<file path="src/hw/cpu_config.svh">
`ifndef CPU_CONFIG_SVH
`define CPU_CONFIG_SVH

// width of data words, addresses and instructions
`define WORD_SIZE 16

// general registers r0 to r3
`define REG_COUNT 4

// the core starts fetching here after reset
`define RESET_VECTOR 16'h0000

// JAL and JRL leave the return address in this register
`define LINK_REG 2

`endif

</file>
<file path="src/hw/cpu_pkg.sv">
`default_nettype none

package cpu_pkg;

	typedef enum logic [3:0] {
		OP_BNE = 4'd0,
		OP_BEQ = 4'd1,
		OP_BGZ = 4'd2,
		OP_BLZ = 4'd3,
		OP_ADI = 4'd4,
		OP_ORI = 4'd5,
		OP_LHI = 4'd6,
		OP_LWD = 4'd7,
		OP_SWD = 4'd8,
		OP_JMP = 4'd9,
		OP_JAL = 4'd10,
		OP_RTYPE = 4'd15 // the function field selects the operation
	} opcodeT;

	typedef enum logic [5:0] {
		FN_ADD = 6'd0,
		FN_SUB = 6'd1,
		FN_AND = 6'd2,
		FN_ORR = 6'd3,
		FN_NOT = 6'd4,
		FN_TCP = 6'd5,
		FN_SHL = 6'd6,
		FN_SHR = 6'd7,
		FN_JPR = 6'd25,
		FN_JRL = 6'd26,
		FN_HLT = 6'd29
	} funcT;

	typedef struct packed {
		opcodeT opcode;
		logic [1:0] rs;
		logic [1:0] rt;
		logic [1:0] rd;
		funcT func;
	} rTypeT;

	typedef struct packed {
		logic [1:0] rs;
		logic [1:0] rt;
		logic [7:0] imm;
	} immFieldsT;

	// jumps read the low twelve bits as one target
	typedef union packed {
		immFieldsT f;
		logic [11:0] target;
	} iBodyT;

	typedef struct packed {
		opcodeT opcode;
		iBodyT body;
	} iTypeT;

	typedef union packed {
		rTypeT rType;
		iTypeT iType;
	} instrT;

	typedef enum logic [3:0] {
		ALU_ADD = 4'd0,
		ALU_SUB = 4'd1,
		ALU_AND = 4'd2,
		ALU_ORR = 4'd3,
		ALU_NOT = 4'd4,
		ALU_TCP = 4'd5,
		ALU_SHL = 4'd6,
		ALU_SHR = 4'd7,
		ALU_ORI = 4'd8, // or with the zero-extended low byte of b
		ALU_LHI = 4'd9
	} aluOpT;

	typedef enum logic [2:0] {
		FETCH = 3'd0,
		DECODE = 3'd1,
		MEMREAD = 3'd2,
		MEMWRITE = 3'd3,
		WRITEBACK = 3'd4,
		HALT = 3'd5
	} ctrlStateT;

	// next-PC select codes shared by the control unit and the PC unit
	localparam logic [1:0] PC_SEQ = 2'd0;
	localparam logic [1:0] PC_BRANCH = 2'd1;
	localparam logic [1:0] PC_TARGET = 2'd2;
	localparam logic [1:0] PC_REG = 2'd3;

endpackage

`default_nettype wire

</file>
<file path="src/hw/controlUnit.sv">
`timescale 1ns/1ps
`default_nettype none

module controlUnit import cpu_pkg::*; (
	input logic clk,
	input logic reset_n,
	input instrT instr,
	input logic busDone,
	input logic zero,
	input logic positive,
	input logic negative,
	output logic fetchReq,
	output logic dataReadReq,
	output logic dataWriteReq,
	output logic regWrite,
	output logic memToReg,
	output logic linkWrite,
	output logic aluSrcImm,
	output aluOpT aluOp,
	output logic pcLoad,
	output logic [1:0] pcSrc,
	output logic halted
);

	ctrlStateT state;
	ctrlStateT nextState;
	logic taken;

	always_ff @(posedge clk) begin
		if (reset_n) begin
			state <= FETCH;
		end else begin
			state <= nextState;
		end
	end

	always_comb begin
		case (instr.iType.opcode)
			OP_BNE: taken = !zero;
			OP_BEQ: taken = zero;
			OP_BGZ: taken = positive; // sign of rs alone
			OP_BLZ: taken = negative;
			default: taken = 1'b0;
		endcase
	end

	always_comb begin
		fetchReq = 1'b0;
		dataReadReq = 1'b0;
		dataWriteReq = 1'b0;
		regWrite = 1'b0;
		memToReg = 1'b0;
		linkWrite = 1'b0;
		aluSrcImm = 1'b0;
		aluOp = ALU_ADD;
		pcLoad = 1'b0;
		pcSrc = PC_SEQ;
		nextState = state;
		case (state)
			FETCH: begin
				fetchReq = 1'b1;
				if (busDone) nextState = DECODE;
			end
			DECODE: begin
				nextState = FETCH;
				pcLoad = 1'b1;
				case (instr.iType.opcode)
					OP_RTYPE: begin
						regWrite = 1'b1;
						case (instr.rType.func)
							FN_ADD: aluOp = ALU_ADD;
							FN_SUB: aluOp = ALU_SUB;
							FN_AND: aluOp = ALU_AND;
							FN_ORR: aluOp = ALU_ORR;
							FN_NOT: aluOp = ALU_NOT;
							FN_TCP: aluOp = ALU_TCP;
							FN_SHL: aluOp = ALU_SHL;
							FN_SHR: aluOp = ALU_SHR;
							FN_JPR: begin
								regWrite = 1'b0;
								pcSrc = PC_REG;
							end
							FN_JRL: begin
								linkWrite = 1'b1;
								pcSrc = PC_REG;
							end
							FN_HLT: begin
								regWrite = 1'b0;
								nextState = HALT;
							end
							default: regWrite = 1'b0; // unknown functions retire as no-ops
						endcase
					end
					OP_ADI, OP_ORI, OP_LHI: begin
						regWrite = 1'b1;
						aluSrcImm = 1'b1;
						if (instr.iType.opcode == OP_ORI) aluOp = ALU_ORI;
						else if (instr.iType.opcode == OP_LHI) aluOp = ALU_LHI;
					end
					OP_LWD, OP_SWD: begin
						pcLoad = 1'b0; // PC moves once the memory access is over
						aluSrcImm = 1'b1;
						nextState = (instr.iType.opcode == OP_LWD) ? MEMREAD : MEMWRITE;
					end
					OP_BNE, OP_BEQ, OP_BGZ, OP_BLZ: begin
						aluOp = ALU_SUB;
						pcSrc = taken ? PC_BRANCH : PC_SEQ;
					end
					OP_JMP: pcSrc = PC_TARGET;
					OP_JAL: begin
						regWrite = 1'b1;
						linkWrite = 1'b1;
						pcSrc = PC_TARGET;
					end
					default: ;
				endcase
			end
			MEMREAD: begin
				aluSrcImm = 1'b1; // keeps rs plus offset on the data address
				dataReadReq = 1'b1;
				if (busDone) nextState = WRITEBACK;
			end
			MEMWRITE: begin
				aluSrcImm = 1'b1;
				dataWriteReq = 1'b1;
				if (busDone) begin
					pcLoad = 1'b1;
					nextState = FETCH;
				end
			end
			WRITEBACK: begin
				regWrite = 1'b1;
				memToReg = 1'b1;
				pcLoad = 1'b1;
				nextState = FETCH;
			end
			default: nextState = HALT; // only reset leaves the halt state
		endcase
	end

	assign halted = (state == HALT);

endmodule

`default_nettype wire

</file>
<file path="config.mk">
export PLATFORM = sky130hd
export DESIGN_NAME = controlUnit
export DESIGN_NICKNAME = d
export VERILOG_FILES = /design/src/hw/cpu_config.svh /design/src/hw/cpu_pkg.sv /design/src/hw/controlUnit.sv
export SDC_FILE = /design/constraint.sdc
export NUM_CORES = 1
export LEC_CHECK = 0
export BUFFER_PORTS_ARGS = -buffer_cell sky130_fd_sc_hd__buf_2
export CORE_UTILIZATION = 25
export DETAILED_ROUTE_END_ITERATION = 8
export GPL_ROUTABILITY_DRIVEN = 0
export GPL_TIMING_DRIVEN = 0
export PLACE_DENSITY = 0.61
export RECOVER_POWER = 50
export SETUP_SLACK_MARGIN = 0.3
export SLEW_MARGIN = 20
export SYNTH_ARGS = -nofsm -noshare
export SYNTH_HDL_FRONTEND = slang
export SYNTH_SLANG_ARGS = --single-unit
</file>
<file path="constraint.sdc">
create_clock -name clk -period 3.05 [get_ports clk]
set_input_delay 0.305 -clock clk [delete_from_list [all_inputs] [get_ports clk]]
set_output_delay 0.305 -clock clk [all_outputs]
set_load 0.02 [all_outputs]
</file>
; ---- After elaboration in Yosys (flattened, before gate mapping)
; Cells that the tools add are included.
[word_totals]
ff_bits = 3
latchBits = 0
ram_bits = 0
rom_bits = 0
inputBits = 22
out_inout_bits = 15
elab_cells = 76
mem_count = 0
[classes]
add_sub_neg = 0
n_mul = 0
div_mod_pow = 0
order_cmp = 0
n_eq_ne = 29
shift = 0
n_mux = 32
bitwise_logic = 0
reduce_logical = 14
[ops]
columns = op, count
row1 = "6-bit by 3-bit == test with 1-bit output, second input constant", 4
row2 = 3-bit one-hot mux with 7 select lines, 1
row3 = "6-bit by 5-bit == test with 1-bit output, second input constant", 3
row4 = "4-bit by 3-bit == test with 1-bit output, second input constant", 4
row5 = "4-bit == test, second input constant", 4
row6 = 3-bit one-hot mux with 5 select lines, 1
row7 = "6-bit by 2-bit == test with 1-bit output, second input constant", 2
row8 = 1-bit 2-to-1 mux, 12
row9 = 3-bit 2-to-1 mux, 4
row10 = 4-bit 2-to-1 mux, 3
row11 = 4-bit one-hot mux with 3 select lines, 1
row12 = 9-bit OR reduction, 1
row13 = "4-bit by 2-bit == test with 1-bit output, second input constant", 2
row14 = 1-bit one-hot mux with 2 select lines, 4
row15 = 2-bit OR reduction, 4
row16 = 4-bit OR reduction, 2
row17 = "3-bit by 2-bit == test with 1-bit output, second input constant", 2
row18 = "3-bit == test, second input constant", 2
row19 = "6-bit by 1-bit == test with 1-bit output, second input constant", 1
row20 = 6-bit zero test, 1
row21 = "2-bit != test, second input constant", 3
row22 = 2-bit one-hot mux with 3 select lines, 1
row23 = 3-bit one-hot mux with 2 select lines, 1
row24 = 5-bit OR reduction, 1
row25 = other kinds (10), 11

; ---- Logic depth before layout (Yosys ltp)
; Gate-level depths: netlist (run 1).
[logic_depth]
word_depth = 5
depth_mapped = 6
ltp_nobuf = 4

; ---- Worst setup path after synthesis (run 1)
; Ideal clock, no wire load.
[synth_timing]
path_type = flip-flop to output port
from = register state[1]
to = output port pcSrc[1]
arrival_time_ps = 1477
required_time_ps = 2745
path_slack_ps = 1268
stages_incl_launch_ff = 7
path_buffers = 2
cell_sequence = dfxtp_1 -> buf_6 -> or3b_4 -> buf_6 -> nor2_8 -> o21ai_0 -> a31oi_1
[synth_between]
elab_chain_len = 2
[synth_rtl]
columns = item, line
row1 = start: declaration, controlUnit.sv:25  ; ctrlStateT state;
row2 = start signal: assignment, controlUnit.sv:33  ; state <= nextState;
row3 = 3-bit by 1-bit == test with 1-bit output, controlUnit.sv:59  ; case (state)
row4 = 2-bit 2-to-1 mux, controlUnit.sv:59
row5 = end: declaration, controlUnit.sv:21  ; output logic [1:0] pcSrc,
; No other way between the ends.

; ---- Worst setup path after layout (run 1)
; Ends and elaborated chain as after synthesis.

==> results of run 1 <==
-- cell type report --
cell class	count	area, um^2
Buffer	7	35.0
Clock buffer	4	26.3
Fill cell	238	1270
Inverter	4	15.0
Multi-Input combinational cell	68	425
Sequential cell	3	60.1
Tap cell	27	33.8
Timing Repair Buffer	29	138
-- critical path, stage by stage, from the launching register on --
cell,delay [ps]
sky130_fd_sc_hd__dfxtp_1,300
sky130_fd_sc_hd__buf_6,130
sky130_fd_sc_hd__or3b_4,380
sky130_fd_sc_hd__clkbuf_1,250
sky130_fd_sc_hd__nor2_8,150
sky130_fd_sc_hd__o21ai_0,90
sky130_fd_sc_hd__a31oi_1,160
sky130_fd_sc_hd__buf_2,190
-- cells by family (layout without fill, tap and decap cells) --
logic type,count (synthesis),in the layout,synth area share
buffers and inverters,11,44,0.108
and+or+nand+nor,43,43,0.448
DFF,3,3,0.110
muxes,2,2,0.0368
AOI/OAI and AO/OA,21,21,0.264
xor gates and xnor gates,2,2,0.0322
-- cell usage in the layout, fill, tap and decap left out, types with 2 or more instances in the layout --
master	netlist	layout
sky130_fd_sc_hd__a31oi_1	2	2
sky130_fd_sc_hd__a211oi_1	2	2
sky130_fd_sc_hd__mux2i_1	2	2
sky130_fd_sc_hd__nor2_1	10	10
sky130_fd_sc_hd__inv_1	4	4
sky130_fd_sc_hd__nand2_1	5	5
sky130_fd_sc_hd__nand2b_1	3	3
sky130_fd_sc_hd__and2_1	2	2
sky130_fd_sc_hd__dfxtp_1	3	3
sky130_fd_sc_hd__nand3_1	3	3
sky130_fd_sc_hd__buf_2	2	24
sky130_fd_sc_hd__clkbuf_4	0	3
sky130_fd_sc_hd__nand4_1	2	2
sky130_fd_sc_hd__o22ai_1	2	2
sky130_fd_sc_hd__nor3_1	9	9
sky130_fd_sc_hd__o21ai_0	4	4
sky130_fd_sc_hd__a22oi_1	2	2
sky130_fd_sc_hd__a21oi_1	4	4
sky130_fd_sc_hd__clkbuf_1	2	11
-- routing by layer --
layer,global-route usage,part of all wire
met5,0,0
met4,0.0588,0.0053
met3,0.0283,0.051
met2,0.218,0.49
met1,0.190,0.45
-- worst paths after layout --
path	end	slack (ps)	cells past startpoint
setup reg to reg	state[0]$_SDFFE_PP0P_	1470	6
hold reg to reg	state[2]$_SDFFE_PP0P_	670	3
hold / removal	state[0]$_SDFFE_PP0P_	280	2
setup / recovery	pcSrc[1]	870	7
-- per-stage QoR --
| step | instances | worst slack, ps | power, W |
|---|---|---|---|
| floorplan | 82 | 1270 | 0.000113 |
| global placement | 138 | 1150 | 0.000142 |
| detailed placement | 138 | 1140 | 0.000144 |
| CTS | 142 | 1000 | 0.000215 |
| global route | 142 | 733 | 0.000225 |
| finish | 142 | 868 | 0.000207 |
-- report_power, final --
| part | switching, W | total [W] | internal, W |
|---|---|---|---|
| logic | 0.0000598 | 0.0000961 | 0.0000362 |
| registers | 0.000000977 | 0.0000429 | 0.0000419 |
| clock network | 0.0000191 | 0.0000681 | 0.0000489 |
==> impl_summary.txt, run 1 <==
----------------------------------------------------
[Floorplan]
  Count of standard-cell rows ... 16
  Vertical die dimension ... 48.7 um
  Core region area ... 0.00200 mm^2
  Count of pins on the block boundary ... 37
  Effective utilization at floorplan ... 0.272
  Horizontal extent of the die ... 48.7 um
  Overall die area ... 0.00237 mm^2

[Synthesis]
  Post-Syn Instances ... 82
  Register area share after synthesis ... 0.110
  Post-synthesis net count ... 104
  Dominant cell by count in the synthesized netlist ... sky130_fd_sc_hd__nor2_1
  Synthesized flop and latch total ... 3
  Synth cell count leaders ... sky130_fd_sc_hd__nor2_1, sky130_fd_sc_hd__nor3_1, sky130_fd_sc_hd__nand2_1
  Primary FF master, synth ... sky130_fd_sc_hd__dfxtp_1
  Yosys cell types ... 36
  Syn avg cell area ... 6.64 um^2
  Asr flop ratio synth ... 0
  Largest cells by area after synthesis ... sky130_fd_sc_hd__dfxtp_1, sky130_fd_sc_hd__nor3_1, sky130_fd_sc_hd__nor2_1
  Ys Warns ... 0
  Yosys top cell by area ... sky130_fd_sc_hd__dfxtp_1
  Count of flip-flops with a built-in enable after synthesis ... 0
  Synthesized cell area ... 544 um^2
  Area fraction of the dominant cell type after synthesis ... 0.110

[Detailed routing]
  Total Wirelength ... 1510 um
  Drt first pass iters ... 4
  Antenna Nets Post-Route ... 0
  Drt drc ... 0
  Number of vias per cell ... 4.96
  DR vias ... 704
  Initial detailed-routing violation count ... 13
  Post-detailed-route wirelength per cell ... 10.6 um

[Clock tree]
  CTS tree ... done
  Number of H-tree levels ... 1
  Number of buffers on the longest clock path ... 2
  Clock-pin slew reported for the worst setup and hold paths after clock tree synthesis ... 40 ps
  Clock Root Buffer ... sky130_fd_sc_hd__clkbuf_4
  Buffers inserted during post-CTS setup optimization ... 0
  Latest clock arrival within the worst-skew pair ... 230 ps
  Number of buffers created by CTS ... 3
  Cells resized by post-CTS repair ... 0
  Hold Buf Count CTS ... 0
  Clk sink count ... 3

[Min path]
  Launch point of the worst hold path ... reset_n
  Hold WC Path Type ... input port to register

[Layout]
  Reg with most FFs ... state
  Area overhead of the layout relative to synthesis ... 34.7%
  Final Core Density ... 0.366
  ANT cells ... 0
  Biggest registers after layout ... state: 3 flops
  Number of nets in the final layout ... 138
  Fraction of final layout cells with drive strength greater than 1 ... 0.278
  Number of flip-flops in the largest register ... 3
  Design area ... 733 um^2

[Setup path]
  Startpoint-to-endpoint class of the critical path ... register to primary output
  Data arrival time of the worst path ... 1880 ps
  Crit path max fanout ... 9
  Launch point of the worst reg-to-reg path ... state[1]$_SDFFE_PP0P_
  Kind of end point of the critical path ... primary output
  Required time of the critical path ... 2740 ps
  Startpoint type of the worst setup path ... register
  Worst setup path startpoint ... state[1]$_SDFFE_PP0P_

[Pwr]
  Power density over cell area ... 282 mW/mm^2
  Lkg Pwr ... 0.302 nW
  Largest voltage drop on the vdd net ... 0.000134 V

[STA]
  Minimum clock period after layout ... 2180 ps
  Slew at the pin closest to its max-slew limit ... 497 ps
  Number of slew-limit violations in the final report ... 0
  Final setup violation count ... 0
  Relative max-transition margin ... 0.669
  Final hold violation count ... 0
  Worst hold slack after final layout ... 276 ps
  Ratio of final minimum period to clock period ... 0.715
  Timing-limited maximum frequency ... 458 MHz
  Maximum clock skew at final layout ... 0.549 ps
  Unrepaired setup endpoints after global routing ... false
  Setup Total Neg Slack ... 0 ps

[GRT]
  First-pass GRT wire length ... 2670 um
  Global-route total usage across every layer ... 0.141
  GRT overflow ... 0
  Number of global-route vias before repair ... 606
  Antenna violations before repair ... 0
  Largest net degree at the start of global routing ... 11

[Place]
  Number of input and output port buffers inserted ... 29
  Post-place instance area ... 723 um^2
  Dpl hpwl ... 1190 um

[Status]
  Outcome ... finished clean

[Run]
  Reported max-cap violation count ... 0

----------------------------------------------------
Note: power is estimated with default switching activity, not from simulation.
==> run 2, diff against run 1 <==
- PLACE_DENSITY: 0.61 -> 0.63
- clock period: 3.05 -> 1.7 ns (I/O delays scaled with it)
==> run 2 against run 1 <==
  * The run now ends with setup timing left
  * Via count rose by 9.4%
  * Critical path depth is the same
  * Setup slack worse by 950 ps
  * Sequential share of layout area is 2.3 points lower
  * Cell area rose by 39%
  * Wire length rose by 22%
  * First-iteration DRC count increased by 7.7%
  * Sequential power is 82% higher
  * Largest cell class unchanged
  * Highest routed layer unchanged
==> impl_summary.txt, run 2 (synthesis results as in run 1) <==
----------------------------------------------------
[Floorplan]
  Count of pins on the block boundary ... 37 (unchanged)
  Overall die area ... 0.00237 mm^2 (unchanged)
  Vertical die dimension ... 48.7 um (unchanged)
  Core region area ... 0.00200 mm^2 (unchanged)
  Count of standard-cell rows ... 16 (unchanged)
  Effective utilization at floorplan ... 0.272 (unchanged)
  Horizontal extent of the die ... 48.7 um (unchanged)

[Layout]
  Final Core Density ... 0.511 (+0.144)
  Filler Cells Inserted ... 194 (-18%)
  ANT cells ... 0 (unchanged)
  Biggest registers after layout ... state: 3 flops
  Most frequent standard cell in the layout excluding fill and tap cells ... sky130_fd_sc_hd__buf_2
  Area overhead of the layout relative to synthesis ... 87.8%
  Number of flip-flops in the largest register ... 3 (unchanged)
  Commonest non-fill, non-tap cells in the layout ... sky130_fd_sc_hd__buf_2, sky130_fd_sc_hd__buf_6, sky130_fd_sc_hd__buf_4, sky130_fd_sc_hd__nor2_1, sky130_fd_sc_hd__nor3_1
  Fraction of final layout cells with drive strength greater than 1 ... 0.533 (+0.255)
  Design area ... 0.00102 mm^2 (+39%)
  Reg with most FFs ... state
  Sequential Area ... 60.1 um^2 (unchanged)
  Number of nets in the final layout ... 145 (+5.1%)
  Area taken by multi-input logic gates ... 554 um^2 (+30%)

[Setup path]
  Critical register-to-register path endpoint ... state[0]$_SDFFE_PP0P_
  Startpoint type of the worst setup path ... register
  Data arrival time of the worst path ... 1610 ps (-270 ps)
  Required time of the critical path ... 1530 ps (-1210 ps)
  FF-to-FF setup slack ... 140 ps (-1330 ps)
  Startpoint-to-endpoint class of the critical path ... register to primary output
  Crit path max fanout ... 4 (-5)
  Kind of end point of the critical path ... primary output
  Launch point of the worst reg-to-reg path ... state[1]$_SDFFE_PP0P_
  Number of cells on the worst reg-to-reg path ... 8 (+2)

[Min path]
  Launch point of the worst hold path ... reset_n
  Worst Hold Path Cells ... 2 (unchanged)
  Hold WC Path Type ... input port to register
  Worst hold endpoint ... state[0]$_SDFFE_PP0P_

[Clock tree]
  Clock Root Buffer ... sky130_fd_sc_hd__clkbuf_4
  Number of buffers created by CTS ... 3 (unchanged)
  Hold Buf Count CTS ... 0 (unchanged)
  Latest clock arrival within the worst-skew pair ... 240 ps (about the same)
  Clk sink count ... 3 (unchanged)
  CTS tree ... done
  Clock-pin slew reported for the worst setup and hold paths after clock tree synthesis ... 40 ps (about the same)
  Number of H-tree levels ... 1 (unchanged)
  Number of buffers on the longest clock path ... 2 (unchanged)

[STA]
  Number of slew-limit violations in the final report ... 0 (unchanged)
  Minimum setup slack in the final design ... -84.2 ps (-952 ps)
  Final setup violation count ... 7 (+7)
  Timing-limited maximum frequency ... 560 MHz
  Final hold violation count ... 0 (unchanged)
  Minimum clock period after layout ... 1780 ps
  Ratio of final minimum period to clock period ... 1.05
  Unrepaired setup endpoints after global routing ... true
  Slew at the pin closest to its max-slew limit ... 312 ps (-184 ps)
  Maximum clock skew at final layout ... 1.14 ps (+0.591 ps)
  Relative max-transition margin ... 0.792 (+0.123)

[GRT]
  Global-route total usage across every layer ... 0.148 (+0.00674)
  Number of global-route vias before repair ... 643 (+6.1%)
  GRT overflow ... 0 (unchanged)
  Largest net degree at the start of global routing ... 11 (unchanged)
  Antenna violations before repair ... 0 (unchanged)
  First-pass GRT wire length ... 2770 um (+3.9%)

[Pwr]
  Lkg Pwr ... 0.408 nW (+35%)
  Power density over cell area ... 460 mW/mm^2 (+63%)
  Largest voltage drop on the vdd net ... 0.000250 V (+87%)

[Run]
  Reported max-cap violation count ... 0 (unchanged)

[Place]
  Number of input and output port buffers inserted ... 29 (unchanged)
  Post-place instance area ... 773 um^2 (+6.9%)
  Dpl hpwl ... 1260 um (+5.1%)
  Worst slack, placed ... -23.5 ps (-1160 ps)

[Status]
  Outcome ... complete, but fails checks
  Violations in the final reports ... setup timing

[Detailed routing]
  Total Wirelength ... 1840 um (+22%)
  Post-detailed-route wirelength per cell ... 12.3 um (+16%)
  DR vias ... 770 (+9.4%)
  Antenna Nets Post-Route ... 0 (unchanged)
  Initial detailed-routing violation count ... 14 (+1)
  Drt drc ... 0 (unchanged)
  Number of vias per cell ... 5.17 (+4.2%)
  Drt first pass iters ... 4 (unchanged)

----------------------------------------------------
-- run 2: changes by cell type in the layout (fill, tap and decap cells not counted), sizes merged --
| cell | change |
|---|---|
| buf | +14 |
| clkinvlp | +1 |
| inv | -1 |
| clkbuf | -7 |
-- run 2: worst max path at each step --
| stage | start | to | slack (ps) | cells after the start |
|---|---|---|---|---|
| floorplan | state[1]$_SDFFE_PP0P_ | pcSrc[1] | 220 | 6 |
| global placement | instr[13] | pcLoad | -30 | 7 |
| detailed placement | instr[13] | pcLoad | -20 | 7 |
| CTS | state[1]$_SDFFE_PP0P_ | pcSrc[1] | -120 | 7 |
| global route | state[1]$_SDFFE_PP0P_ | pcSrc[1] | -120 | 7 |
| finish | state[1]$_SDFFE_PP0P_ | pcSrc[1] | -80 | 7 |
-- run 2: cell type report --
cell class / count / area share
inverter: 4 / 0.0159
clock buffer: 4 / 0.0257
timing repair buffer: 36 / 0.253
sequential: 3 / 0.0588
tap: 27 / 0.0330
multi-input combinational: 68 / 0.542
buffer: 7 / 0.0710
-- run 2: stage by stage --
stage                     hold slack (ps)  setup TNS, ps  instances  total power (W)
after floorplan                       236              0         82         0.000212
final                                 132           -219        149         0.000471
after CTS                             130           -285        147         0.000443
after global routing                  140           -598        149         0.000495
after global placement                373          -28.6        138         0.000264
after detailed placement              373          -23.5        138         0.000268
-- run 2: critical path, stage by stage, from the launching register on --
cell and delay, ps:
sky130_fd_sc_hd__dfxtp_1 300, sky130_fd_sc_hd__buf_6 110, sky130_fd_sc_hd__or3b_4 370, sky130_fd_sc_hd__buf_8 140
sky130_fd_sc_hd__nor2_8 100, sky130_fd_sc_hd__o21ai_4 70, sky130_fd_sc_hd__a31oi_4 150, sky130_fd_sc_hd__buf_6 140
-- run 2: routing by layer --
layer / vias up / track usage / wire length, um
met5: - / 0 / 0
met4: 0 / 0.0441 / 11
met3: 2 / 0.0314 / 107
met2: 34 / 0.245 / 942
met1: 347 / 0.191 / 778
li1: 387 / - / -
-- run 2: what timing repair did --
item,4_1_cts,5_1_grt
pin swaps,9,6
cloned,0,0
endpoints found under the setup margin,14,15
buffers inserted,5,2
gates resized for setup,32,20
-- run 2: report_power, final --
| part | switching [W] | internal [W] | total [W] |
|---|---|---|---|
| combinational | 0.000143 | 0.000121 | 0.000264 |
| sequential | 0.00000295 | 0.0000752 | 0.0000782 |
| clock | 0.0000403 | 0.0000882 | 0.000128 |
| total | 0.000186 | 0.000285 | 0.000471 |
